==> src/nvram_pkg.sv <==
/*
   Shared definitions for the SRAM backup design. Four image slots, sizes in whole
   KiB (at most 65535), 512-byte sectors. Register offsets are byte addresses on APB.
*/
`default_nettype none

package nvram_pkg;

   localparam int NUM_SLOTS = 4;
   localparam int RAM_AW    = 27;

   typedef logic [1:0]  slot_t;
   typedef logic [15:0] kb_size_t;
   typedef logic [31:0] byte_size_t;
   typedef logic [31:0] lba_t;
   typedef logic [8:0]  buf_addr_t;

   // ----------------------------------------
   // register map
   // ----------------------------------------
   localparam logic [7:0] REG_CTRL     = 8'h00;
   localparam logic [7:0] REG_STATUS   = 8'h04;
   localparam logic [7:0] REG_BASE0    = 8'h10;
   localparam logic [7:0] REG_SIZE0    = 8'h14;
   localparam logic [7:0] REG_IMGSIZE0 = 8'h40;

   // base and size registers are interleaved, image sizes are packed
   localparam int REG_SLOT_STRIDE = 8;
   localparam int REG_IMG_STRIDE  = 4;

   // CTRL bits
   localparam int CTRL_LOAD_BIT = 0;
   localparam int CTRL_SAVE_BIT = 1;

endpackage

`default_nettype wire

==> src/nvram_apb_regs.sv <==
/*
   APB slave without wait states, pready tied high and pslverr tied low.
   Writes land on the access-phase edge, reads are combinational from paddr.
   CTRL reads as 0; only the low 16 bits of the size registers exist.
*/
`timescale 1ns/100ps
`default_nettype none

module nvram_apb_regs (
   input  logic                                clk,
   input  logic                                rst,
   input  logic [7:0]                          paddr,
   input  logic                                psel,
   input  logic                                penable,
   input  logic                                pwrite,
   input  logic [31:0]                         pwdata,
   output logic [31:0]                         prdata,
   output logic                                pready,
   output logic                                pslverr,
   output logic                                load_start,
   output logic                                save_start,
   output logic [31:0]                         slot_base [nvram_pkg::NUM_SLOTS],
   output nvram_pkg::kb_size_t                 slot_size [nvram_pkg::NUM_SLOTS],
   input  logic [nvram_pkg::NUM_SLOTS-1:0]     pend_load,
   input  logic [nvram_pkg::NUM_SLOTS-1:0]     pend_save,
   input  nvram_pkg::byte_size_t               image_size [nvram_pkg::NUM_SLOTS]
);
   import nvram_pkg::*;

   logic wr_en;
   logic busy;

   assign wr_en   = psel & penable & pwrite;
   assign pready  = 1'b1;
   assign pslverr = 1'b0;

   // busy while any slot still has a load or a save outstanding
   assign busy = |{pend_load, pend_save};

   // ----------------------------------------
   // write side
   // ----------------------------------------
   always_ff @(posedge clk) begin
      if (rst) begin
         load_start <= 1'b0;
         save_start <= 1'b0;
         for (int i = 0; i < NUM_SLOTS; i++) begin
            slot_base[i] <= '0;
            slot_size[i] <= '0;
         end
      end else begin
         load_start <= wr_en && (paddr == REG_CTRL) && pwdata[CTRL_LOAD_BIT];
         save_start <= wr_en && (paddr == REG_CTRL) && pwdata[CTRL_SAVE_BIT];
         for (int i = 0; i < NUM_SLOTS; i++) begin
            if (wr_en && (paddr == REG_BASE0 + 8'(REG_SLOT_STRIDE * i))) begin
               slot_base[i] <= pwdata;
            end
            if (wr_en && (paddr == REG_SIZE0 + 8'(REG_SLOT_STRIDE * i))) begin
               slot_size[i] <= pwdata[15:0];
            end
         end
      end
   end

   // ----------------------------------------
   // read side
   // ----------------------------------------
   always_comb begin
      prdata = '0;
      if (paddr == REG_STATUS) begin
         prdata = {16'd0, pend_save, pend_load, 7'd0, busy};
      end
      for (int i = 0; i < NUM_SLOTS; i++) begin
         if (paddr == REG_BASE0 + 8'(REG_SLOT_STRIDE * i)) begin
            prdata = slot_base[i];
         end
         if (paddr == REG_SIZE0 + 8'(REG_SLOT_STRIDE * i)) begin
            prdata = {16'd0, slot_size[i]};
         end
         if (paddr == REG_IMGSIZE0 + 8'(REG_IMG_STRIDE * i)) begin
            prdata = image_size[i];
         end
      end
   end

endmodule

`default_nettype wire

==> src/nvram_slot_scheduler.sv <==
/*
   Keeps pending load and save bits per slot and walks the slots round robin.
   A slot stays active while it has work; a save is issued before a load.
*/
`timescale 1ns/100ps
`default_nettype none

module nvram_slot_scheduler (
   input  logic                                clk,
   input  logic                                rst,
   input  logic                                load_start,
   input  logic                                save_start,
   input  logic                                xfer_done,
   output nvram_pkg::slot_t                    active_slot,
   output logic                                xfer_rd,
   output logic                                xfer_wr,
   output logic [nvram_pkg::NUM_SLOTS-1:0]     pend_load,
   output logic [nvram_pkg::NUM_SLOTS-1:0]     pend_save
);
   import nvram_pkg::*;

   logic idle;

   assign idle = ~xfer_rd & ~xfer_wr;

   always_ff @(posedge clk) begin
      if (rst) begin
         pend_load   <= '0;
         pend_save   <= '0;
         active_slot <= '0;
         xfer_rd     <= 1'b0;
         xfer_wr     <= 1'b0;
      end else begin
         if (xfer_done) begin
            // retire the transfer that just ended in the active slot
            xfer_rd <= 1'b0;
            xfer_wr <= 1'b0;
            if (xfer_wr) begin
               pend_save[active_slot] <= 1'b0;
            end
            if (xfer_rd) begin
               pend_load[active_slot] <= 1'b0;
            end
         end else if (idle) begin
            if (pend_save[active_slot]) begin
               xfer_wr <= 1'b1;
            end else if (pend_load[active_slot]) begin
               xfer_rd <= 1'b1;
            end else begin
               // nothing here, look at the next slot (wraps after the last one)
               active_slot <= active_slot + slot_t'(1);
            end
         end

         // a new request re-arms every slot, even one that is just finishing
         if (load_start) begin
            pend_load <= '1;
         end
         if (save_start) begin
            pend_save <= '1;
         end
      end
   end

endmodule

`default_nettype wire

==> src/nvram_image_table.sv <==
/*
   Mount record per slot. A pulse on img_mounted latches readonly and size for
   that slot. After a save the active slot's size becomes new_size_kb * 1024.
*/
`timescale 1ns/100ps
`default_nettype none

module nvram_image_table (
   input  logic                                clk,
   input  logic                                rst,
   input  logic [nvram_pkg::NUM_SLOTS-1:0]     img_mounted,
   input  logic                                img_readonly,
   input  nvram_pkg::byte_size_t               img_size,
   input  nvram_pkg::slot_t                    active_slot,
   input  logic                                size_update,
   input  nvram_pkg::kb_size_t                 new_size_kb,
   output logic                                mounted_rw,
   output nvram_pkg::byte_size_t               image_size [nvram_pkg::NUM_SLOTS],
   output nvram_pkg::byte_size_t               act_image_size
);
   import nvram_pkg::*;

   logic [NUM_SLOTS-1:0] mounted;
   logic [NUM_SLOTS-1:0] readonly;

   always_ff @(posedge clk) begin
      if (rst) begin
         mounted  <= '0;
         readonly <= '0;
         for (int i = 0; i < NUM_SLOTS; i++) begin
            image_size[i] <= '0;
         end
      end else begin
         for (int i = 0; i < NUM_SLOTS; i++) begin
            if (img_mounted[i]) begin
               mounted[i]    <= 1'b1;
               readonly[i]   <= img_readonly;
               image_size[i] <= img_size;
            end
         end
         // a finished save wins over a mount in the same cycle
         if (size_update) begin
            image_size[active_slot] <= byte_size_t'({new_size_kb, 10'd0});
         end
      end
   end

   assign mounted_rw     = mounted[active_slot] & ~readonly[active_slot];
   assign act_image_size = image_size[active_slot];

endmodule

`default_nettype wire

==> src/nvram_block_mover.sv <==
/*
   Moves whole sectors between the SD buffer port and RAM, starting at sector 0.
   RAM has one cycle of read latency; ram_aw must not exceed 32.
   Ineligible slots finish one cycle after they become active, without SD strobes.
*/
`timescale 1ns/100ps
`default_nettype none

module nvram_block_mover #(
   parameter int ram_aw = nvram_pkg::RAM_AW
) (
   input  logic                                clk,
   input  logic                                rst,
   input  nvram_pkg::slot_t                    active_slot,
   input  logic                                xfer_rd,
   input  logic                                xfer_wr,
   input  logic [31:0]                         slot_base [nvram_pkg::NUM_SLOTS],
   input  nvram_pkg::kb_size_t                 slot_size [nvram_pkg::NUM_SLOTS],
   input  logic                                mounted_rw,
   input  nvram_pkg::byte_size_t               act_image_size,
   output logic                                xfer_done,
   output logic                                size_update,
   output nvram_pkg::lba_t                     sd_lba,
   output logic [nvram_pkg::NUM_SLOTS-1:0]     sd_rd,
   output logic [nvram_pkg::NUM_SLOTS-1:0]     sd_wr,
   input  logic [nvram_pkg::NUM_SLOTS-1:0]     sd_ack,
   input  nvram_pkg::buf_addr_t                sd_buff_addr,
   input  logic [7:0]                          sd_buff_dout,
   output logic [7:0]                          sd_buff_din,
   output logic [ram_aw-1:0]                   ram_addr,
   output logic                                ram_we,
   output logic [7:0]                          ram_din,
   input  logic [7:0]                          ram_dout
);
   import nvram_pkg::*;

   typedef enum logic [1:0] {st_idle, st_process, st_finish} state_t;

   state_t      state;
   lba_t        last_lba;
   logic        last_ack;
   logic        eligible;
   logic        ack_fall;
   logic [31:0] byte_addr;

   // a load also needs an image that holds data
   assign eligible = mounted_rw && (slot_size[active_slot] != '0) &&
                     (xfer_wr || (act_image_size != '0));

   assign ack_fall = last_ack & ~sd_ack[active_slot];

   // ----------------------------------------
   // transfer FSM
   // ----------------------------------------
   always_ff @(posedge clk) begin
      if (rst) begin
         state       <= st_idle;
         xfer_done   <= 1'b0;
         size_update <= 1'b0;
         sd_rd       <= '0;
         sd_wr       <= '0;
         last_ack    <= 1'b0;
      end else begin
         xfer_done   <= 1'b0;
         size_update <= 1'b0;
         last_ack    <= sd_ack[active_slot];
         case (state)
            st_idle: begin
               if (xfer_rd || xfer_wr) begin
                  if (eligible) begin
                     sd_rd[active_slot] <= xfer_rd;
                     sd_wr[active_slot] <= xfer_wr;
                     state              <= st_process;
                  end else begin
                     xfer_done <= 1'b1;
                     state     <= st_finish;
                  end
               end
            end
            st_process: begin
               if (ack_fall && (sd_lba == last_lba)) begin
                  sd_rd       <= '0;
                  sd_wr       <= '0;
                  xfer_done   <= 1'b1;
                  size_update <= xfer_wr;
                  state       <= st_finish;
               end
            end
            // holds off one cycle so the scheduler can drop its request
            st_finish: state <= st_idle;
            default:   state <= st_idle;
         endcase
      end
   end

   // sector counter, two sectors per KiB
   always_ff @(posedge clk) begin
      if (state == st_idle) begin
         sd_lba   <= '0;
         last_lba <= lba_t'({slot_size[active_slot], 1'b0}) - lba_t'(1);
      end else if (state == st_process && ack_fall && sd_lba != last_lba) begin
         sd_lba <= sd_lba + lba_t'(1);
      end
   end

   // ----------------------------------------
   // RAM side
   // ----------------------------------------
   assign byte_addr = slot_base[active_slot] + {sd_lba[22:0], 9'd0} +
                      {23'd0, sd_buff_addr};
   assign ram_addr  = byte_addr[ram_aw-1:0];
   assign ram_we    = sd_rd[active_slot] & sd_ack[active_slot];
   assign ram_din   = sd_buff_dout;

   // the host samples this a cycle after it presents the address
   assign sd_buff_din = ram_dout;

endmodule

`default_nettype wire

==> src/nvram_backup_top.sv <==
/*
   SRAM backup to SD image slots, controlled over APB.
   The SD card controller sits outside; it answers on the per-slot ack lines.
*/
`timescale 1ns/100ps
`default_nettype none

module nvram_backup_top #(
   parameter int ram_aw = nvram_pkg::RAM_AW
) (
   input  logic                                clk,
   input  logic                                rst,
   // APB
   input  logic [7:0]                          paddr,
   input  logic                                psel,
   input  logic                                penable,
   input  logic                                pwrite,
   input  logic [31:0]                         pwdata,
   output logic [31:0]                         prdata,
   output logic                                pready,
   output logic                                pslverr,
   // image mount
   input  logic [nvram_pkg::NUM_SLOTS-1:0]     img_mounted,
   input  logic                                img_readonly,
   input  nvram_pkg::byte_size_t               img_size,
   // SD block port
   output nvram_pkg::lba_t                     sd_lba,
   output logic [nvram_pkg::NUM_SLOTS-1:0]     sd_rd,
   output logic [nvram_pkg::NUM_SLOTS-1:0]     sd_wr,
   input  logic [nvram_pkg::NUM_SLOTS-1:0]     sd_ack,
   input  nvram_pkg::buf_addr_t                sd_buff_addr,
   input  logic [7:0]                          sd_buff_dout,
   output logic [7:0]                          sd_buff_din,
   // RAM port
   output logic [ram_aw-1:0]                   ram_addr,
   output logic                                ram_we,
   output logic [7:0]                          ram_din,
   input  logic [7:0]                          ram_dout
);
   import nvram_pkg::*;

   logic                 load_start;
   logic                 save_start;
   logic [31:0]          slot_base [NUM_SLOTS];
   kb_size_t             slot_size [NUM_SLOTS];
   logic [NUM_SLOTS-1:0] pend_load;
   logic [NUM_SLOTS-1:0] pend_save;
   byte_size_t           image_size [NUM_SLOTS];
   byte_size_t           act_image_size;
   slot_t                active_slot;
   logic                 xfer_rd;
   logic                 xfer_wr;
   logic                 xfer_done;
   logic                 size_update;
   logic                 mounted_rw;

   nvram_apb_regs u_regs (
      .clk        (clk),
      .rst        (rst),
      .paddr      (paddr),
      .psel       (psel),
      .penable    (penable),
      .pwrite     (pwrite),
      .pwdata     (pwdata),
      .prdata     (prdata),
      .pready     (pready),
      .pslverr    (pslverr),
      .load_start (load_start),
      .save_start (save_start),
      .slot_base  (slot_base),
      .slot_size  (slot_size),
      .pend_load  (pend_load),
      .pend_save  (pend_save),
      .image_size (image_size)
   );

   nvram_slot_scheduler u_scheduler (
      .clk         (clk),
      .rst         (rst),
      .load_start  (load_start),
      .save_start  (save_start),
      .xfer_done   (xfer_done),
      .active_slot (active_slot),
      .xfer_rd     (xfer_rd),
      .xfer_wr     (xfer_wr),
      .pend_load   (pend_load),
      .pend_save   (pend_save)
   );

   // a save records the configured size of the slot it just wrote
   nvram_image_table u_image_table (
      .clk            (clk),
      .rst            (rst),
      .img_mounted    (img_mounted),
      .img_readonly   (img_readonly),
      .img_size       (img_size),
      .active_slot    (active_slot),
      .size_update    (size_update),
      .new_size_kb    (slot_size[active_slot]),
      .mounted_rw     (mounted_rw),
      .image_size     (image_size),
      .act_image_size (act_image_size)
   );

   nvram_block_mover #(
      .ram_aw (ram_aw)
   ) u_mover (
      .clk            (clk),
      .rst            (rst),
      .active_slot    (active_slot),
      .xfer_rd        (xfer_rd),
      .xfer_wr        (xfer_wr),
      .slot_base      (slot_base),
      .slot_size      (slot_size),
      .mounted_rw     (mounted_rw),
      .act_image_size (act_image_size),
      .xfer_done      (xfer_done),
      .size_update    (size_update),
      .sd_lba         (sd_lba),
      .sd_rd          (sd_rd),
      .sd_wr          (sd_wr),
      .sd_ack         (sd_ack),
      .sd_buff_addr   (sd_buff_addr),
      .sd_buff_dout   (sd_buff_dout),
      .sd_buff_din    (sd_buff_din),
      .ram_addr       (ram_addr),
      .ram_we         (ram_we),
      .ram_din        (ram_din),
      .ram_dout       (ram_dout)
   );

endmodule

`default_nettype wire

==> config.mk <==
export PLATFORM = sky130hd
export DESIGN_NAME = nvram_backup_top
export DESIGN_NICKNAME = d
export VERILOG_FILES = /design/src/nvram_pkg.sv /design/src/nvram_apb_regs.sv /design/src/nvram_slot_scheduler.sv /design/src/nvram_image_table.sv /design/src/nvram_block_mover.sv /design/src/nvram_backup_top.sv
export SDC_FILE = /design/constraint.sdc
export NUM_CORES = 1
export LEC_CHECK = 0
export ABC_AREA = 1
export BUFFER_PORTS_ARGS = -buffer_cell sky130_fd_sc_hd__buf_2
export CAP_MARGIN = 20
export CORE_ASPECT_RATIO = 1.1
export CORE_MARGIN = 3
export CORE_UTILIZATION = 36
export DETAILED_ROUTE_END_ITERATION = 6
export HOLD_SLACK_MARGIN = 0.1
export PLACE_DENSITY = 0.54
export REMOVE_ABC_BUFFERS = 1
export SLEW_MARGIN = 20
export SYNTH_ARGS = -nofsm -noshare
export SYNTH_HDL_FRONTEND = slang
export SYNTH_SLANG_ARGS = --single-unit
==> constraint.sdc <==
create_clock -name clk -period 2.9 [get_ports clk]
set_input_delay 0 -clock clk [delete_from_list [all_inputs] [get_ports clk]]
set_output_delay 0 -clock clk [all_outputs]
set_load 0.1 [all_outputs]
==> results_dict.tcl <==
set metrics [dict create \
    grt_usage_pct 30.5 \
    top_usage_layer "met2" \
    grt_util_met2_pct 49.9 \
    max_stage_delay_ns 0.39 \
    io_pins 229 \
    post-place-cells 4104 \
    synth_edf_count 17 \
    outcome "finished, violations left" \
    drt_wl_total_um 99200 \
    antenna_found_initial 1 \
    synth.area.top_cells "dfxtp_1 36%, nand2_1 13%, a21oi_1 8.5%" \
    overflow 0 \
    crit_fanout 11 \
    fin_nets 3685 \
    setup.worst_path.class "reg2out" \
    crit_top_cell "a21oi_1" \
    cp-start-kind "register" \
    cts_made_buffers 47 \
    die_w_um 239 \
    synth.distinct_cells 54 \
    synth_top_cell_by_area "dfxtp_1" \
    min_period_over_period_pct 120 \
    crit_arrival_ns 3.48 \
    insertion_delay_ns 0.62 \
    post-place-ws_ns -0.304 \
    hold_violations 0 \
    ys_ff_latch 404 \
    rows 93 \
    post-dp-hpwl_um 70600 \
    clk_pin_slew_ns 0.06 \
    worst_pin_slew_ns 1.02 \
    die_area_sq_um 62700 \
    fin_crit_ns 3.48 \
    synthCells 3136 \
    use_met1_pct 38.8 \
    violations "negative setup slack" \
    end_kind "primary output" \
    vias 24300 \
    fin_cells 4340 \
    die_y_um 262 \
    routabilityCongestion 0.962 \
    synthFlopType "dfxtp_1" \
    skew_ns 0.0236 \
    cts_max_level 2 \
    rsz0062_at_grt "true" \
    grt_pass1_vias 23500 \
    clkSinkCount 404 \
    cts_buffer_depth 3 \
    initial_utilization_pct 36.6 \
    ant_nets 0 \
    cp_slowest_cell "dfxtp_4" \
    drt_iter0_drc 2568 \
    critical_path.cell_chain "inv_8 > buf_12 > buf_12 > o21ai_1 > a21oi_1 > a21oi_1 > ha_1 > a21oi_2 > o21ai_1 > a21oi_2 > o21ai_4 > buf_6 > nand2_2 > o211ai_1 > a21oi_1 > xnor2_1 > bufbuf_16" \
    slew_headroom_pct 32.0 \
    power_density_nw_per_um2 761 \
    drc_errors 0 \
    seqCellArea_sq_um 8270 \
    grt_pass1_wl_um 146000 \
    ir_drop_v 0.00151 \
    yosysWarnings 0 \
    area_growth_pct 34.2 \
    io_buffers 194 \
    nFillCells 5901 \
    critPathRequiredTime_ns 2.90 \
    post_synth.cell_area_avg_sq_um 6.85 \
    timing.hold.ws_ns 0.203 \
    async_reset_ff_share_pct 0 \
    netlist.area_leader.share_pct 36.0 \
    hp-class "in2reg" \
    synth_area_sq_um 21500 \
    grt_max_degree 76 \
    multi_input_area_sq_um 12000 \
    p_leak_nw 11.5 \
    cts-root-buf "clkbuf_16" \
    drv_slew 0 \
    ys_seq_area_share_pct 38.4 \
    finalSetupViolations 24 \
    wire_per_inst_um 22.9 \
    dr.pass1.iters 6 \
    viasPerCell 5.61 \
    drive_above_1_share_pct 19.3 \
    met3_usage_pct 5.21 \
    maxCapViolations 0 \
    cts_tree "built" \
    core_area_sq_um 58800 \
    clock.fmax_mhz 287 \
    layout_setup_ws_ns -0.583 \
]
[kinds of logic after synthesis]
| logic type | Yosys count | share of synthesized area (%) |
|---|---|---|
| AND/OR/NAND/NOR | 1395 | 27.2 |
| AO/OA/AOI/OAI | 787 | 20.9 |
| buffers and inverters | 449 | 8.79 |
| adder cells (fa/ha/maj) | 33 | 1.96 |
| flip-flops | 404 | 38.4 |
| XOR/XNOR | 66 | 2.69 |
| other | 2 | 0.0349 |
[registers in the layout, summed over array words and instances (netlist names), 2 cells and up]
register and count:
u_image_table.image_size 128, u_regs.slot_base 128, u_regs.slot_size 64, u_mover.sd_lba 32, u_mover.last_lba 17, u_image_table.mounted 4
u_image_table.readonly 4, u_mover.sd_rd 4, u_mover.sd_wr 4, u_scheduler.pend_load 4, u_scheduler.pend_save 4, u_mover.state 2
u_scheduler.active_slot 2
[synthesized netlist by cell type (22+ instances only)]
cell type and count:
a211oi_1 67, a21oi_1 364, buf_4 22, clkbuf_1 138
dfxtp_1 387, ha_1 32, inv_1 238, nand2_1 749
nand2_2 22, nand3_1 171, nand4_1 42, nor2_1 334
nor3_1 36, o21ai_0 199, o22ai_1 57, o32ai_1 30
xor2_1 45
[layout make-up]
cell class,instances,share of cell area [%]
Timing Repair Buffer,557,17.6
Sequential cell,404,28.7
Multi-Input combinational cell,2284,41.6
Inverter,247,3.31
Tap cell,760,3.30
Antenna cell,1,0.00868
Clock inverter,19,0.816
Clock buffer,68,4.77
[worst max-delay path: cells and delay by family (launching register included)]
family | cells | cell delay [ns]
AO/OA/AOI/OAI | 9 | 1.22
XOR/XNOR | 1 | 0.14
adder cells (fa/ha/maj) | 1 | 0.30
buffers and inverters | 5 | 0.78
flip-flops | 1 | 0.39
AND/OR/NAND/NOR | 1 | 0.04
[stage by stage]
step	area (sq um)	util [%]	TNS [ns]	total power [mW]
6_report	28800	49.1	-9.21	22.0
5_1_grt	28800	49.1	-12.71	22.7
4_1_cts	28400	48.4	-22.62	21.6
3_5_place_dp	25100	42.6	-2.23	14.4
3_3_place_gp	25000	42.6	-1.31	14.3
2_1_floorplan	20500	-	-289.14	10.7
[metal layers]
layer | part of all wire (%) | vias to the layer above
met5 | 0 | -
met2 | 46 | 1268
met4 | 5.3 | 0
li1 | - | 11300
met1 | 39 | 11500
met3 | 8.9 | 265
[power by group]
group	total [mW]	internal, mW	switching (mW)
combinational	9.51	3.52	5.99
sequential	6.17	5.98	0.193
clock	6.28	3.67	2.60
total	22.0	13.2	8.79
[layout by cell type, fill, tap and decap left out, types with 7 or more instances in the layout]
cell type      count
nand3_2           12
buf_4            228
clkbuf_8          12
clkbuf_1           9
buf_2            138
a221oi_1          13
nor2_1           320
dlygate4sd3_1    102
xnor2_1           16
xor2_4             9
o2111ai_1         16
nand2_1          743
o32ai_1           30
nand4_1           42
ha_1              28
a211oi_1          67
dfxtp_1          385
nor2_2             7
o21ai_0          176
edfxtp_1          17
buf_6             14
o21ai_1           28
nor3_1            35
clkinv_2           7
nand3_1          167
a21oi_1          331
o22ai_1           55
inv_1            234
nor4_1            11
xor2_1            33
nor2_4            11
nand2_2           25
buf_12            65
clkbuf_16         48
a21oi_2           40
[timing repair]
action                                  4_1_cts  5_1_grt
gates resized for setup                     122       62
hold buffers                                101        2
pin swaps                                    41       41
hold endpoints to repair                    346        1
gates cloned                                  0        1
endpoints found under the setup margin       22       77
buffers inserted                             26       19
[worst paths after layout]
path,slack (ns),cells after the start,start,endpoint
setup / recovery,-0.58,17,u_scheduler.active_slot[1]$_SDFFE_PP0P_,ram_addr[22]
hold / removal,0.20,9,paddr[1],u_regs.slot_base[16]$_SDFFE_PP0P_
setup reg to reg,0.13,15,u_scheduler.active_slot[0]$_SDFFE_PP0P_,u_mover.last_lba[30]$_DFFE_PP_
hold reg to reg,0.46,2,u_image_table.mounted[0]$_SDFFE_PP0P_,u_image_table.mounted[0]$_SDFFE_PP0P_
Note: power is estimated with default switching activity, not from simulation.
